## config.mk

```make
export PLATFORM = sky130hd
export DESIGN_NAME = shader_core
export DESIGN_NICKNAME = d
export VERILOG_FILES = /design/src/core_pkg.sv /design/src/isa_pkg.sv /design/src/reg_file_if.sv /design/src/register_file.sv /design/src/inst_decoder.sv /design/src/execute_unit.sv /design/src/core_control.sv /design/src/shader_core.sv
export SDC_FILE = /design/constraint.sdc
export NUM_CORES = 2
export LEC_CHECK = 0
export BUFFER_PORTS_ARGS = -buffer_cell sky130_fd_sc_hd__buf_2
export CELL_PAD_IN_SITES_DETAIL_PLACEMENT = 0
export CELL_PAD_IN_SITES_GLOBAL_PLACEMENT = 1
export CORE_MARGIN = 3
export CORE_UTILIZATION = 54
export DETAILED_ROUTE_END_ITERATION = 6
export PLACE_DENSITY_LB_ADDON = 0.1
export SLEW_MARGIN = 20
export SYNTH_ARGS = -nofsm -noshare
export SYNTH_HDL_FRONTEND = slang
export SYNTH_SLANG_ARGS = --single-unit
```

## constraint.sdc

```tcl
create_clock -name clock -period 7.6 [get_ports clock]
set_input_delay 0.38 -clock clock [delete_from_list [all_inputs] [get_ports clock]]
set_output_delay 0.38 -clock clock [all_outputs]
set_load 0.02 [all_outputs]
```

## src/core_pkg.sv

```systemverilog
package core_pkg;

    // datapath and RAM port sizes
    localparam int word_width     = 32;
    localparam int address_width  = 16;
    localparam int reg_addr_width = 5;

    typedef logic [word_width-1:0]     word_t;
    typedef logic [reg_addr_width-1:0] reg_addr_t;

    // one instruction is four bytes
    localparam word_t pc_step = 32'd4;

    // fixed per-instruction state sequence
    typedef enum logic [3:0] {
        state_init,
        state_fetch,
        state_fetch_wait,
        state_decode,
        state_registers,
        state_execute,
        state_load,
        state_load_wait,
        state_store,
        state_retire,
        state_halted
    } core_state_t;

endpackage

```

## src/isa_pkg.sv

```systemverilog
package isa_pkg;

    // major opcodes, instruction bits 6:0
    localparam logic [6:0] opcode_op_imm = 7'b0010011;
    localparam logic [6:0] opcode_op_reg = 7'b0110011;
    localparam logic [6:0] opcode_lui    = 7'b0110111;
    localparam logic [6:0] opcode_jal    = 7'b1101111;
    localparam logic [6:0] opcode_jalr   = 7'b1100111;
    localparam logic [6:0] opcode_branch = 7'b1100011;
    localparam logic [6:0] opcode_load   = 7'b0000011;
    localparam logic [6:0] opcode_store  = 7'b0100011;
    localparam logic [6:0] opcode_system = 7'b1110011;

    // branch conditions
    localparam logic [2:0] funct3_beq  = 3'b000;
    localparam logic [2:0] funct3_bne  = 3'b001;
    localparam logic [2:0] funct3_blt  = 3'b100;
    localparam logic [2:0] funct3_bge  = 3'b101;
    localparam logic [2:0] funct3_bltu = 3'b110;
    localparam logic [2:0] funct3_bgeu = 3'b111;

    // alu variants, shared by op_imm and op_reg
    localparam logic [2:0] funct3_add_sub = 3'b000;
    localparam logic [2:0] funct3_sll     = 3'b001;
    localparam logic [2:0] funct3_slt     = 3'b010;
    localparam logic [2:0] funct3_sltu    = 3'b011;
    localparam logic [2:0] funct3_xor     = 3'b100;
    localparam logic [2:0] funct3_srl_sra = 3'b101;
    localparam logic [2:0] funct3_or      = 3'b110;
    localparam logic [2:0] funct3_and     = 3'b111;

    // lw and sw, the only access size
    localparam logic [2:0] funct3_word = 3'b010;

    // system immediate for ebreak
    localparam logic [11:0] ebreak_imm = 12'd1;

    typedef enum logic [3:0] {
        alu_add, alu_sub, alu_sll, alu_slt, alu_sltu, alu_xor,
        alu_srl, alu_sra, alu_or, alu_and, alu_none
    } alu_op_t;

    typedef enum logic [3:0] {
        class_alu_imm, class_alu_reg, class_lui, class_jal, class_jalr,
        class_branch, class_load, class_store, class_halt, class_nop
    } inst_class_t;

    typedef struct packed {
        inst_class_t         inst_class;
        core_pkg::reg_addr_t rd;
        core_pkg::reg_addr_t rs1;
        core_pkg::reg_addr_t rs2;
        logic [2:0]          funct3;
        // instruction bit 30, picks sub and sra
        logic                alt;
        core_pkg::word_t     imm;
    } decoded_inst_t;

endpackage

```

## src/reg_file_if.sv

```systemverilog
interface reg_file_if;
    import core_pkg::*;

    reg_addr_t rs1_addr;
    reg_addr_t rs2_addr;
    word_t     rs1_data;
    word_t     rs2_data;
    reg_addr_t rd_addr;
    logic      rd_write;
    word_t     rd_data;

    modport bank (
        input  rs1_addr, rs2_addr, rd_addr, rd_write, rd_data,
        output rs1_data, rs2_data
    );

    // store data comes straight from the rs2 read port
    modport control (
        output rs1_addr, rs2_addr, rd_addr, rd_write, rd_data,
        input  rs2_data
    );

    modport operands (
        input rs1_data, rs2_data
    );

endinterface

```

## src/register_file.sv

```systemverilog
module register_file (
    input logic      clock,
    reg_file_if.bank regs
);
    import core_pkg::*;

    word_t bank [2**reg_addr_width];

    // x0 reads as zero whatever the array holds
    always_comb begin
        if (regs.rs1_addr == '0) begin
            regs.rs1_data = '0;
        end else begin
            regs.rs1_data = bank[regs.rs1_addr];
        end
    end

    always_comb begin
        if (regs.rs2_addr == '0) begin
            regs.rs2_data = '0;
        end else begin
            regs.rs2_data = bank[regs.rs2_addr];
        end
    end

    always_ff @(posedge clock) begin
        if (regs.rd_write && (regs.rd_addr != '0)) begin
            bank[regs.rd_addr] <= regs.rd_data;
        end
    end

endmodule

```

## src/inst_decoder.sv

```systemverilog
module inst_decoder (
    input  logic                   clock,
    input  logic                   load_inst,
    input  core_pkg::word_t        inst_word,
    output isa_pkg::decoded_inst_t decoded
);
    import core_pkg::*;
    import isa_pkg::*;

    word_t      inst_q;
    logic [6:0] opcode;
    word_t      imm_i;
    word_t      imm_s;
    word_t      imm_b;
    word_t      imm_u;
    word_t      imm_j;

    // held for the whole instruction, reloaded only in decode
    always_ff @(posedge clock) begin
        if (load_inst) begin
            inst_q <= inst_word;
        end
    end

    assign opcode = inst_q[6:0];

    // immediate formats, all sign extended from bit 31
    assign imm_i = {{20{inst_q[31]}}, inst_q[31:20]};
    assign imm_s = {{20{inst_q[31]}}, inst_q[31:25], inst_q[11:7]};
    assign imm_b = {{19{inst_q[31]}}, inst_q[31], inst_q[7], inst_q[30:25],
                    inst_q[11:8], 1'b0};
    assign imm_u = {inst_q[31:12], 12'b0};
    assign imm_j = {{11{inst_q[31]}}, inst_q[31], inst_q[19:12], inst_q[20],
                    inst_q[30:21], 1'b0};

    always_comb begin
        decoded.rd     = inst_q[11:7];
        decoded.rs1    = inst_q[19:15];
        decoded.rs2    = inst_q[24:20];
        decoded.funct3 = inst_q[14:12];
        decoded.alt    = inst_q[30];

        // anything not listed retires as a no-op
        decoded.inst_class = class_nop;
        decoded.imm        = imm_i;

        case (opcode)
            opcode_op_imm: decoded.inst_class = class_alu_imm;
            opcode_op_reg: decoded.inst_class = class_alu_reg;
            opcode_jalr:   decoded.inst_class = class_jalr;
            opcode_load:   decoded.inst_class = class_load;
            opcode_lui: begin
                decoded.inst_class = class_lui;
                decoded.imm        = imm_u;
            end
            opcode_jal: begin
                decoded.inst_class = class_jal;
                decoded.imm        = imm_j;
            end
            opcode_branch: begin
                decoded.inst_class = class_branch;
                decoded.imm        = imm_b;
            end
            opcode_store: begin
                decoded.inst_class = class_store;
                decoded.imm        = imm_s;
            end
            opcode_system: begin
                // ecall and friends fall through as no-ops
                if (inst_q[31:20] == ebreak_imm) begin
                    decoded.inst_class = class_halt;
                end
            end
            default: begin
            end
        endcase
    end

endmodule

```

## src/execute_unit.sv

```systemverilog
module execute_unit (
    input  logic                   clock,
    input  isa_pkg::decoded_inst_t decoded,
    reg_file_if.operands           regs,
    input  core_pkg::word_t        pc,
    output core_pkg::word_t        alu_result,
    output logic                   branch_taken
);
    import core_pkg::*;
    import isa_pkg::*;

    word_t   operand1;
    word_t   operand2;
    logic    is_shift;
    alu_op_t funct3_op;
    alu_op_t alu_op;
    word_t   alu_value;

    assign is_shift = (decoded.funct3 == funct3_sll) || (decoded.funct3 == funct3_srl_sra);

    always_comb begin
        case (decoded.inst_class)
            class_alu_imm, class_alu_reg, class_jalr, class_load, class_store:
                operand1 = regs.rs1_data;
            class_lui:
                operand1 = decoded.imm;
            class_jal, class_branch:
                operand1 = pc;
            default:
                operand1 = '0;
        endcase
    end

    // shift amounts keep only their low 5 bits
    always_comb begin
        case (decoded.inst_class)
            class_alu_imm:
                operand2 = is_shift ? word_t'(decoded.imm[4:0]) : decoded.imm;
            class_alu_reg:
                operand2 = is_shift ? word_t'(regs.rs2_data[4:0]) : regs.rs2_data;
            class_jal, class_jalr, class_branch, class_load, class_store:
                operand2 = decoded.imm;
            default:
                operand2 = '0;
        endcase
    end

    always_comb begin
        case (decoded.funct3)
            funct3_add_sub: funct3_op = alu_add;
            funct3_sll:     funct3_op = alu_sll;
            funct3_slt:     funct3_op = alu_slt;
            funct3_sltu:    funct3_op = alu_sltu;
            funct3_xor:     funct3_op = alu_xor;
            funct3_srl_sra: funct3_op = decoded.alt ? alu_sra : alu_srl;
            funct3_or:      funct3_op = alu_or;
            default:        funct3_op = alu_and;
        endcase
    end

    always_comb begin
        case (decoded.inst_class)
            class_alu_imm:
                alu_op = funct3_op;
            // bit 30 only means sub for the register form
            class_alu_reg:
                alu_op = (funct3_op == alu_add && decoded.alt) ? alu_sub : funct3_op;
            class_lui, class_jal, class_jalr, class_branch, class_load, class_store:
                alu_op = alu_add;
            default:
                alu_op = alu_none;
        endcase
    end

    always_comb begin
        case (alu_op)
            alu_add:  alu_value = operand1 + operand2;
            alu_sub:  alu_value = operand1 - operand2;
            alu_sll:  alu_value = operand1 << operand2;
            alu_slt:  alu_value = word_t'($signed(operand1) < $signed(operand2));
            alu_sltu: alu_value = word_t'(operand1 < operand2);
            alu_xor:  alu_value = operand1 ^ operand2;
            alu_srl:  alu_value = operand1 >> operand2;
            alu_sra:  alu_value = word_t'($signed(operand1) >>> operand2);
            alu_or:   alu_value = operand1 | operand2;
            alu_and:  alu_value = operand1 & operand2;
            default:  alu_value = '0;
        endcase
    end

    always_ff @(posedge clock) begin
        alu_result <= alu_value;
    end

    always_comb begin
        case (decoded.funct3)
            funct3_beq:  branch_taken = regs.rs1_data == regs.rs2_data;
            funct3_bne:  branch_taken = regs.rs1_data != regs.rs2_data;
            funct3_blt:  branch_taken = $signed(regs.rs1_data) < $signed(regs.rs2_data);
            funct3_bge:  branch_taken = $signed(regs.rs1_data) >= $signed(regs.rs2_data);
            funct3_bltu: branch_taken = regs.rs1_data < regs.rs2_data;
            funct3_bgeu: branch_taken = regs.rs1_data >= regs.rs2_data;
            default:     branch_taken = 1'b0;
        endcase
    end

endmodule

```

## src/core_control.sv

```systemverilog
module core_control (
    input  logic                               clock,
    input  logic                               reset_n,
    input  logic                               run,
    input  isa_pkg::decoded_inst_t             decoded,
    input  core_pkg::word_t                    alu_result,
    input  logic                               branch_taken,
    reg_file_if.control                        regs,
    output logic                               load_inst,
    output core_pkg::word_t                    pc,
    output logic                               halted,
    output logic [core_pkg::address_width-1:0] inst_ram_address,
    output logic [core_pkg::address_width-1:0] data_ram_address,
    output core_pkg::word_t                    data_ram_write_data,
    output logic                               data_ram_write,
    input  core_pkg::word_t                    data_ram_read_result
);
    import core_pkg::*;
    import isa_pkg::*;

    core_state_t state;
    logic        branch_taken_q;
    logic        is_jump;
    logic        writes_rd;
    word_t       pc_next_seq;

    // operands are read straight from the held instruction
    assign regs.rs1_addr = decoded.rs1;
    assign regs.rs2_addr = decoded.rs2;

    assign load_inst   = run && (state == state_decode);
    assign pc_next_seq = pc + pc_step;
    assign is_jump     = (decoded.inst_class == class_jal) || (decoded.inst_class == class_jalr);

    always_comb begin
        case (decoded.inst_class)
            class_alu_imm, class_alu_reg, class_lui, class_jal, class_jalr, class_load:
                writes_rd = 1'b1;
            default:
                writes_rd = 1'b0;
        endcase
    end

    always_ff @(posedge clock) begin
        if (!reset_n) begin
            state          <= state_init;
            pc             <= '0;
            halted         <= 1'b0;
            data_ram_write <= 1'b0;
            regs.rd_write  <= 1'b0;
        end else if (run) begin
            case (state)
                state_init: state <= state_fetch;
                state_fetch: begin
                    // previous writeback lands on this edge
                    regs.rd_write <= 1'b0;
                    state         <= state_fetch_wait;
                end
                state_fetch_wait: state <= state_decode;
                state_decode:     state <= state_registers;
                state_registers: begin
                    if (decoded.inst_class == class_halt) begin
                        halted <= 1'b1;
                        state  <= state_halted;
                    end else begin
                        state <= state_execute;
                    end
                end
                state_execute: begin
                    case (decoded.inst_class)
                        class_load:  state <= state_load;
                        class_store: state <= state_store;
                        default:     state <= state_retire;
                    endcase
                end
                state_load:      state <= state_load_wait;
                state_load_wait: state <= state_retire;
                state_store: begin
                    data_ram_write <= 1'b1;
                    state          <= state_retire;
                end
                state_retire: begin
                    data_ram_write <= 1'b0;
                    regs.rd_write  <= writes_rd && (decoded.rd != '0);
                    if (is_jump) begin
                        pc <= {alu_result[word_width-1:1], 1'b0};
                    end else if ((decoded.inst_class == class_branch) && branch_taken_q) begin
                        pc <= alu_result;
                    end else begin
                        pc <= pc_next_seq;
                    end
                    state <= state_fetch;
                end
                // only reset leaves here
                state_halted: state <= state_halted;
                default:      state <= state_init;
            endcase
        end
    end

    // addresses, store data and writeback value
    always_ff @(posedge clock) begin
        if (run) begin
            case (state)
                state_fetch:   inst_ram_address <= pc[address_width-1:0];
                state_execute: branch_taken_q <= branch_taken;
                state_load:    data_ram_address <= alu_result[address_width-1:0];
                state_store: begin
                    data_ram_address    <= alu_result[address_width-1:0];
                    data_ram_write_data <= regs.rs2_data;
                end
                state_retire: begin
                    regs.rd_addr <= decoded.rd;
                    if (is_jump) begin
                        regs.rd_data <= pc_next_seq;
                    end else if (decoded.inst_class == class_load) begin
                        regs.rd_data <= data_ram_read_result;
                    end else begin
                        regs.rd_data <= alu_result;
                    end
                end
                default: begin
                end
            endcase
        end
    end

endmodule

```

## src/shader_core.sv

```systemverilog
module shader_core (
    input  logic                               clock,
    input  logic                               reset_n,
    input  logic                               run,
    output logic                               halted,
    output logic [core_pkg::address_width-1:0] inst_ram_address,
    output logic [core_pkg::address_width-1:0] data_ram_address,
    input  core_pkg::word_t                    inst_ram_read_result,
    input  core_pkg::word_t                    data_ram_read_result,
    output core_pkg::word_t                    data_ram_write_data,
    output logic                               data_ram_write
);
    import core_pkg::*;
    import isa_pkg::*;

    decoded_inst_t decoded;
    word_t         alu_result;
    word_t         pc;
    logic          branch_taken;
    logic          load_inst;

    reg_file_if regs_if ();

    register_file register_file_inst (
        .clock (clock),
        .regs  (regs_if.bank)
    );

    inst_decoder inst_decoder_inst (
        .clock     (clock),
        .load_inst (load_inst),
        .inst_word (inst_ram_read_result),
        .decoded   (decoded)
    );

    execute_unit execute_unit_inst (
        .clock        (clock),
        .decoded      (decoded),
        .regs         (regs_if.operands),
        .pc           (pc),
        .alu_result   (alu_result),
        .branch_taken (branch_taken)
    );

    core_control core_control_inst (
        .clock                (clock),
        .reset_n              (reset_n),
        .run                  (run),
        .decoded              (decoded),
        .alu_result           (alu_result),
        .branch_taken         (branch_taken),
        .regs                 (regs_if.control),
        .load_inst            (load_inst),
        .pc                   (pc),
        .halted               (halted),
        .inst_ram_address     (inst_ram_address),
        .data_ram_address     (data_ram_address),
        .data_ram_write_data  (data_ram_write_data),
        .data_ram_write       (data_ram_write),
        .data_ram_read_result (data_ram_read_result)
    );

endmodule

```

==> impl_metrics.env <==
export IMPL_worstPathCellList="buf_4 > mux4_2 > a22o_1 > a211oi_1 > a2111oi_2 > buf_4 > a22o_1 > ha_1 > and3b_1 > a221o_1 > or4_1 > a211oi_1 > buf_4 > a2111oi_0 > o211ai_1 > a31oi_1 > a21o_1 > a21o_1 > a2111oi_0 > a41o_1 > a211o_1"
export IMPL_internal_power_mw=11.1
export IMPL_vdd_ir_drop_max_mv=0.248
export IMPL_area_growth_pct=12.1
export IMPL_wl_um=277000
export IMPL_startpoint_type="register"
export IMPL_cts_tree="done"
export IMPL_required_ps=8330
export IMPL_finalMaxSlewViolations=0
export IMPL_gp_congestion=1.07
export IMPL_fin_crit_ps=7150
export IMPL_end_kind="register"
export IMPL_grtUsageMet3=0.115
export IMPL_synth_compound_area_share=0.116
export IMPL_critPathMaxFanout=42
export IMPL_synthFlopType="edfxtp_1"
export IMPL_initial_utilization=0.546
export IMPL_max_slew_margin=0.0792
export IMPL_crit_family="compound AO/OA/AOI/OAI gates"
export IMPL_chipHeight_um=360
export IMPL_leakage_nw=26.3
export IMPL_crit_buf_inv=3
export IMPL_max_cap_violations=0
export IMPL_final_util=0.613
export IMPL_worst_pin_slew_ps=1370
export IMPL_cts_root_buf="clkbuf_16"
export IMPL_drt_initial_drc_count=8250
export IMPL_swShare=0.218
export IMPL_power_switching_mw=3.10
export IMPL_worstPathArrival_ps=7880
export IMPL_synthXorXnorAreaFrac=0.00581
export IMPL_slowest_stage="dfxtp_4"
export IMPL_synthSimpleGateAreaFrac=0.0760
export IMPL_fmax_mhz=140
export IMPL_use_met2=0.644
export IMPL_fin_nets=5453
export IMPL_async_flop_share=0
export IMPL_synth_mux_area_fraction=0.204
export IMPL_critPathMaxStageDelay_ps=890
export IMPL_grt_max_degree=74
export IMPL_grt_busiest_layer="met2"
export IMPL_fin_tns_setup_ps=0
export IMPL_portBuffers=132
export IMPL_status="finished clean"
export IMPL_critical_path_class="register to register"
export IMPL_synth_seq_cells=1239
export IMPL_p_seq_frac=0.520
export IMPL_vias=51300
export IMPL_grt_overflow=0
export IMPL_rsz0062_at_grt="no"
export IMPL_cts_buffer_depth=3
export IMPL_die_area_um2=130000
export IMPL_setup_violations_final=0
export IMPL_fin_crit_sh=0.940
export IMPL_post_cts_buffers=0
export IMPL_multiInputGateArea_um2=29400
export IMPL_place_hpwl_um=186000
export IMPL_clock_power_share=0.443
export IMPL_hold_violations=0
export IMPL_syn_area_per_cell_um2=13.6
export IMPL_core_area_um2=124000
export IMPL_gr_usage_met1=0.530
export IMPL_viasPerCell=7.32
export IMPL_synth_cell_types=97
export IMPL_synth_edf_count=1158
export IMPL_p_comb_frac=0.037
export IMPL_regArea_um2=36400
export IMPL_ys_warnings_count=0
export IMPL_grt_pass1_wl_um=382000
export IMPL_routedWlPerCell_um=39.5
export IMPL_synth_top_family_by_area="multiplexers"
export IMPL_synth_cells=5005
export IMPL_fill_cells=9533
export IMPL_synth_area_um2=67800
export IMPL_synth_yosys_seq_area_share=0.537
export IMPL_drc_errors=0
export IMPL_min_path_type="primary input to register"
export IMPL_rows=129
export IMPL_crit_top_cell="buf_4"
export IMPL_drtPass1Iterations=6
export IMPL_finalClockSkew_ps=41.9
export IMPL_numCtsBuffers=132
export IMPL_cts_num_sinks=1239
export IMPL_die_w_um=360
export IMPL_track_usage=0.422
export IMPL_cts_clk_slew_worst_paths_ps=70
export IMPL_power_density_nw_per_um2=187
export IMPL_postCtsResizedCells=0
export IMPL_grt_pass1_vias=48900
export IMPL_ios=133
export IMPL_ant_nets=0
export IMPL_synth_adder_area_share=0.0248
export IMPL_drive_gt1_frac=0.223
export IMPL_antenna_found_initial=32
export IMPL_insertion_delay_ps=790
export IMPL_htree_levels=4
[timing repair]
action | in CTS | in global routing
hold endpoints to repair | 45 | 0
setup endpoints to repair | 0 | 0
hold buffers | 36 | 0
[path summary, 6_finish.rpt]
check	slack [ps]	startpoint	endpoint	cells after the start
setup reg to reg	450	register	execute_unit_inst.alu_result[29]	21
hold reg to reg	460	execute_unit_inst.alu_result[7]	core_control_inst.data_ram_address[7]	0
setup / recovery	450	register	execute_unit_inst.alu_result[29]	21
hold / removal	60	run	core_control_inst.data_ram_write	3
[metrics by stage]
stage                     power (mW)  area [µm²]  cells  hold WS (ps)  setup slack [ps]
final                           14.2       76100   7005          58.2               453
after global routing            14.6       76000   6997          60.6               233
after CTS                       14.2       75900   6985         0.213               530
after detailed placement        8.02       71400   6713           450               559
after global placement          8.02       71400   6713           453               299
after floorplan                 7.82       67900   5036           406              1090
[synthesized netlist by cell type, types with 62 or more instances]
| library cell | instances | area [µm²] |
|---|---|---|
| mux4_2 | 419 | 9440 |
| clkbuf_1 | 177 | 664 |
| a211oi_1 | 62 | 465 |
| ha_1 | 131 | 1640 |
| nor3_1 | 74 | 370 |
| nor2b_1 | 62 | 388 |
| nand2_1 | 294 | 1100 |
| edfxtp_1 | 1158 | 34800 |
| dfxtp_1 | 81 | 1620 |
| nand3_1 | 87 | 435 |
| inv_1 | 137 | 514 |
| buf_2 | 103 | 515 |
| a21oi_1 | 218 | 1090 |
| o22ai_1 | 83 | 519 |
| nor2_1 | 290 | 1090 |
| mux2i_1 | 378 | 3780 |
| o21ai_0 | 184 | 921 |
| a22oi_1 | 167 | 1250 |
[layer usage]
| layer | up-vias | share of wire |
|---|---|---|
| met5 | - | 0.00022 |
| met4 | 10 | 0.081 |
| met3 | 970 | 0.12 |
| met2 | 3951 | 0.45 |
| met1 | 25800 | 0.35 |
| li1 | 20600 | - |
[state kept, by name (all words and copies together) (netlist names), named ones only]
| signal | cells |
|---|---|
| core_control_inst.branch_taken_q | 1 |
| inst_decoder_inst.inst_q | 32 |
| register_file_inst.bank | 1024 |
| core_control_inst.regs.rd_write | 1 |
| core_control_inst.inst_ram_address | 16 |
| core_control_inst.regs.rd_addr | 5 |
| core_control_inst.data_ram_address | 16 |
| core_control_inst.state | 4 |
| core_control_inst.halted | 1 |
| core_control_inst.data_ram_write | 1 |
| core_control_inst.data_ram_write_data | 32 |
| core_control_inst.regs.rd_data | 32 |
| execute_unit_inst.alu_result | 32 |
| core_control_inst.pc | 32 |
[cells by family after synthesis]
kind of cell / Yosys count
compound gates: 1140
xor+xnor: 45
fa+ha+maj: 133
buf+inv: 527
flops: 1239
mux: 850
other cells: 1
simple gates: 1070
[power by group through the flow]
stage | Clock (mW) | Sequential [mW] | Combinational [mW]
finish | 6.30 | 7.39 | 0.525
global route | 6.64 | 7.38 | 0.547
CTS | 6.35 | 7.39 | 0.510
detailed placement | 0 | 7.53 | 0.492
global placement | 0 | 7.53 | 0.490
floorplan | 0 | 7.52 | 0.303
[tightest hold or removal path: stages]
cell,delay (ps)
buf_2,160
a31oi_1,180
nor3b_1,60
[cell type report]
type	count	share of cell area
Antenna cell	13	0.000428
Timing Repair Buffer	464	0.0455
Inverter	146	0.00721
Multi-Input combinational cell	3270	0.386
Tap cell	1637	0.0269
Sequential cell	1239	0.479
Clock inverter	73	0.00931
Clock buffer	163	0.0455
[layout by cell type, fill, tap and decap left out, types with 53 or more instances in the layout]
cell type     n
edfxtp_1   1158
mux4_2      419
mux2i_1     377
nand2_1     294
buf_4       276
nor2_1      255
a21oi_1     218
o21ai_0     181
a22oi_1     167
inv_1       136
clkbuf_16   134
buf_2       132
ha_1        131
nand3_1      87
o22ai_1      83
dfxtp_1      71
nor3_1       70
nor2b_1      61
a211oi_1     60
mux2_2       53
o221ai_1     53
Power figures use the tool's default switching activity.
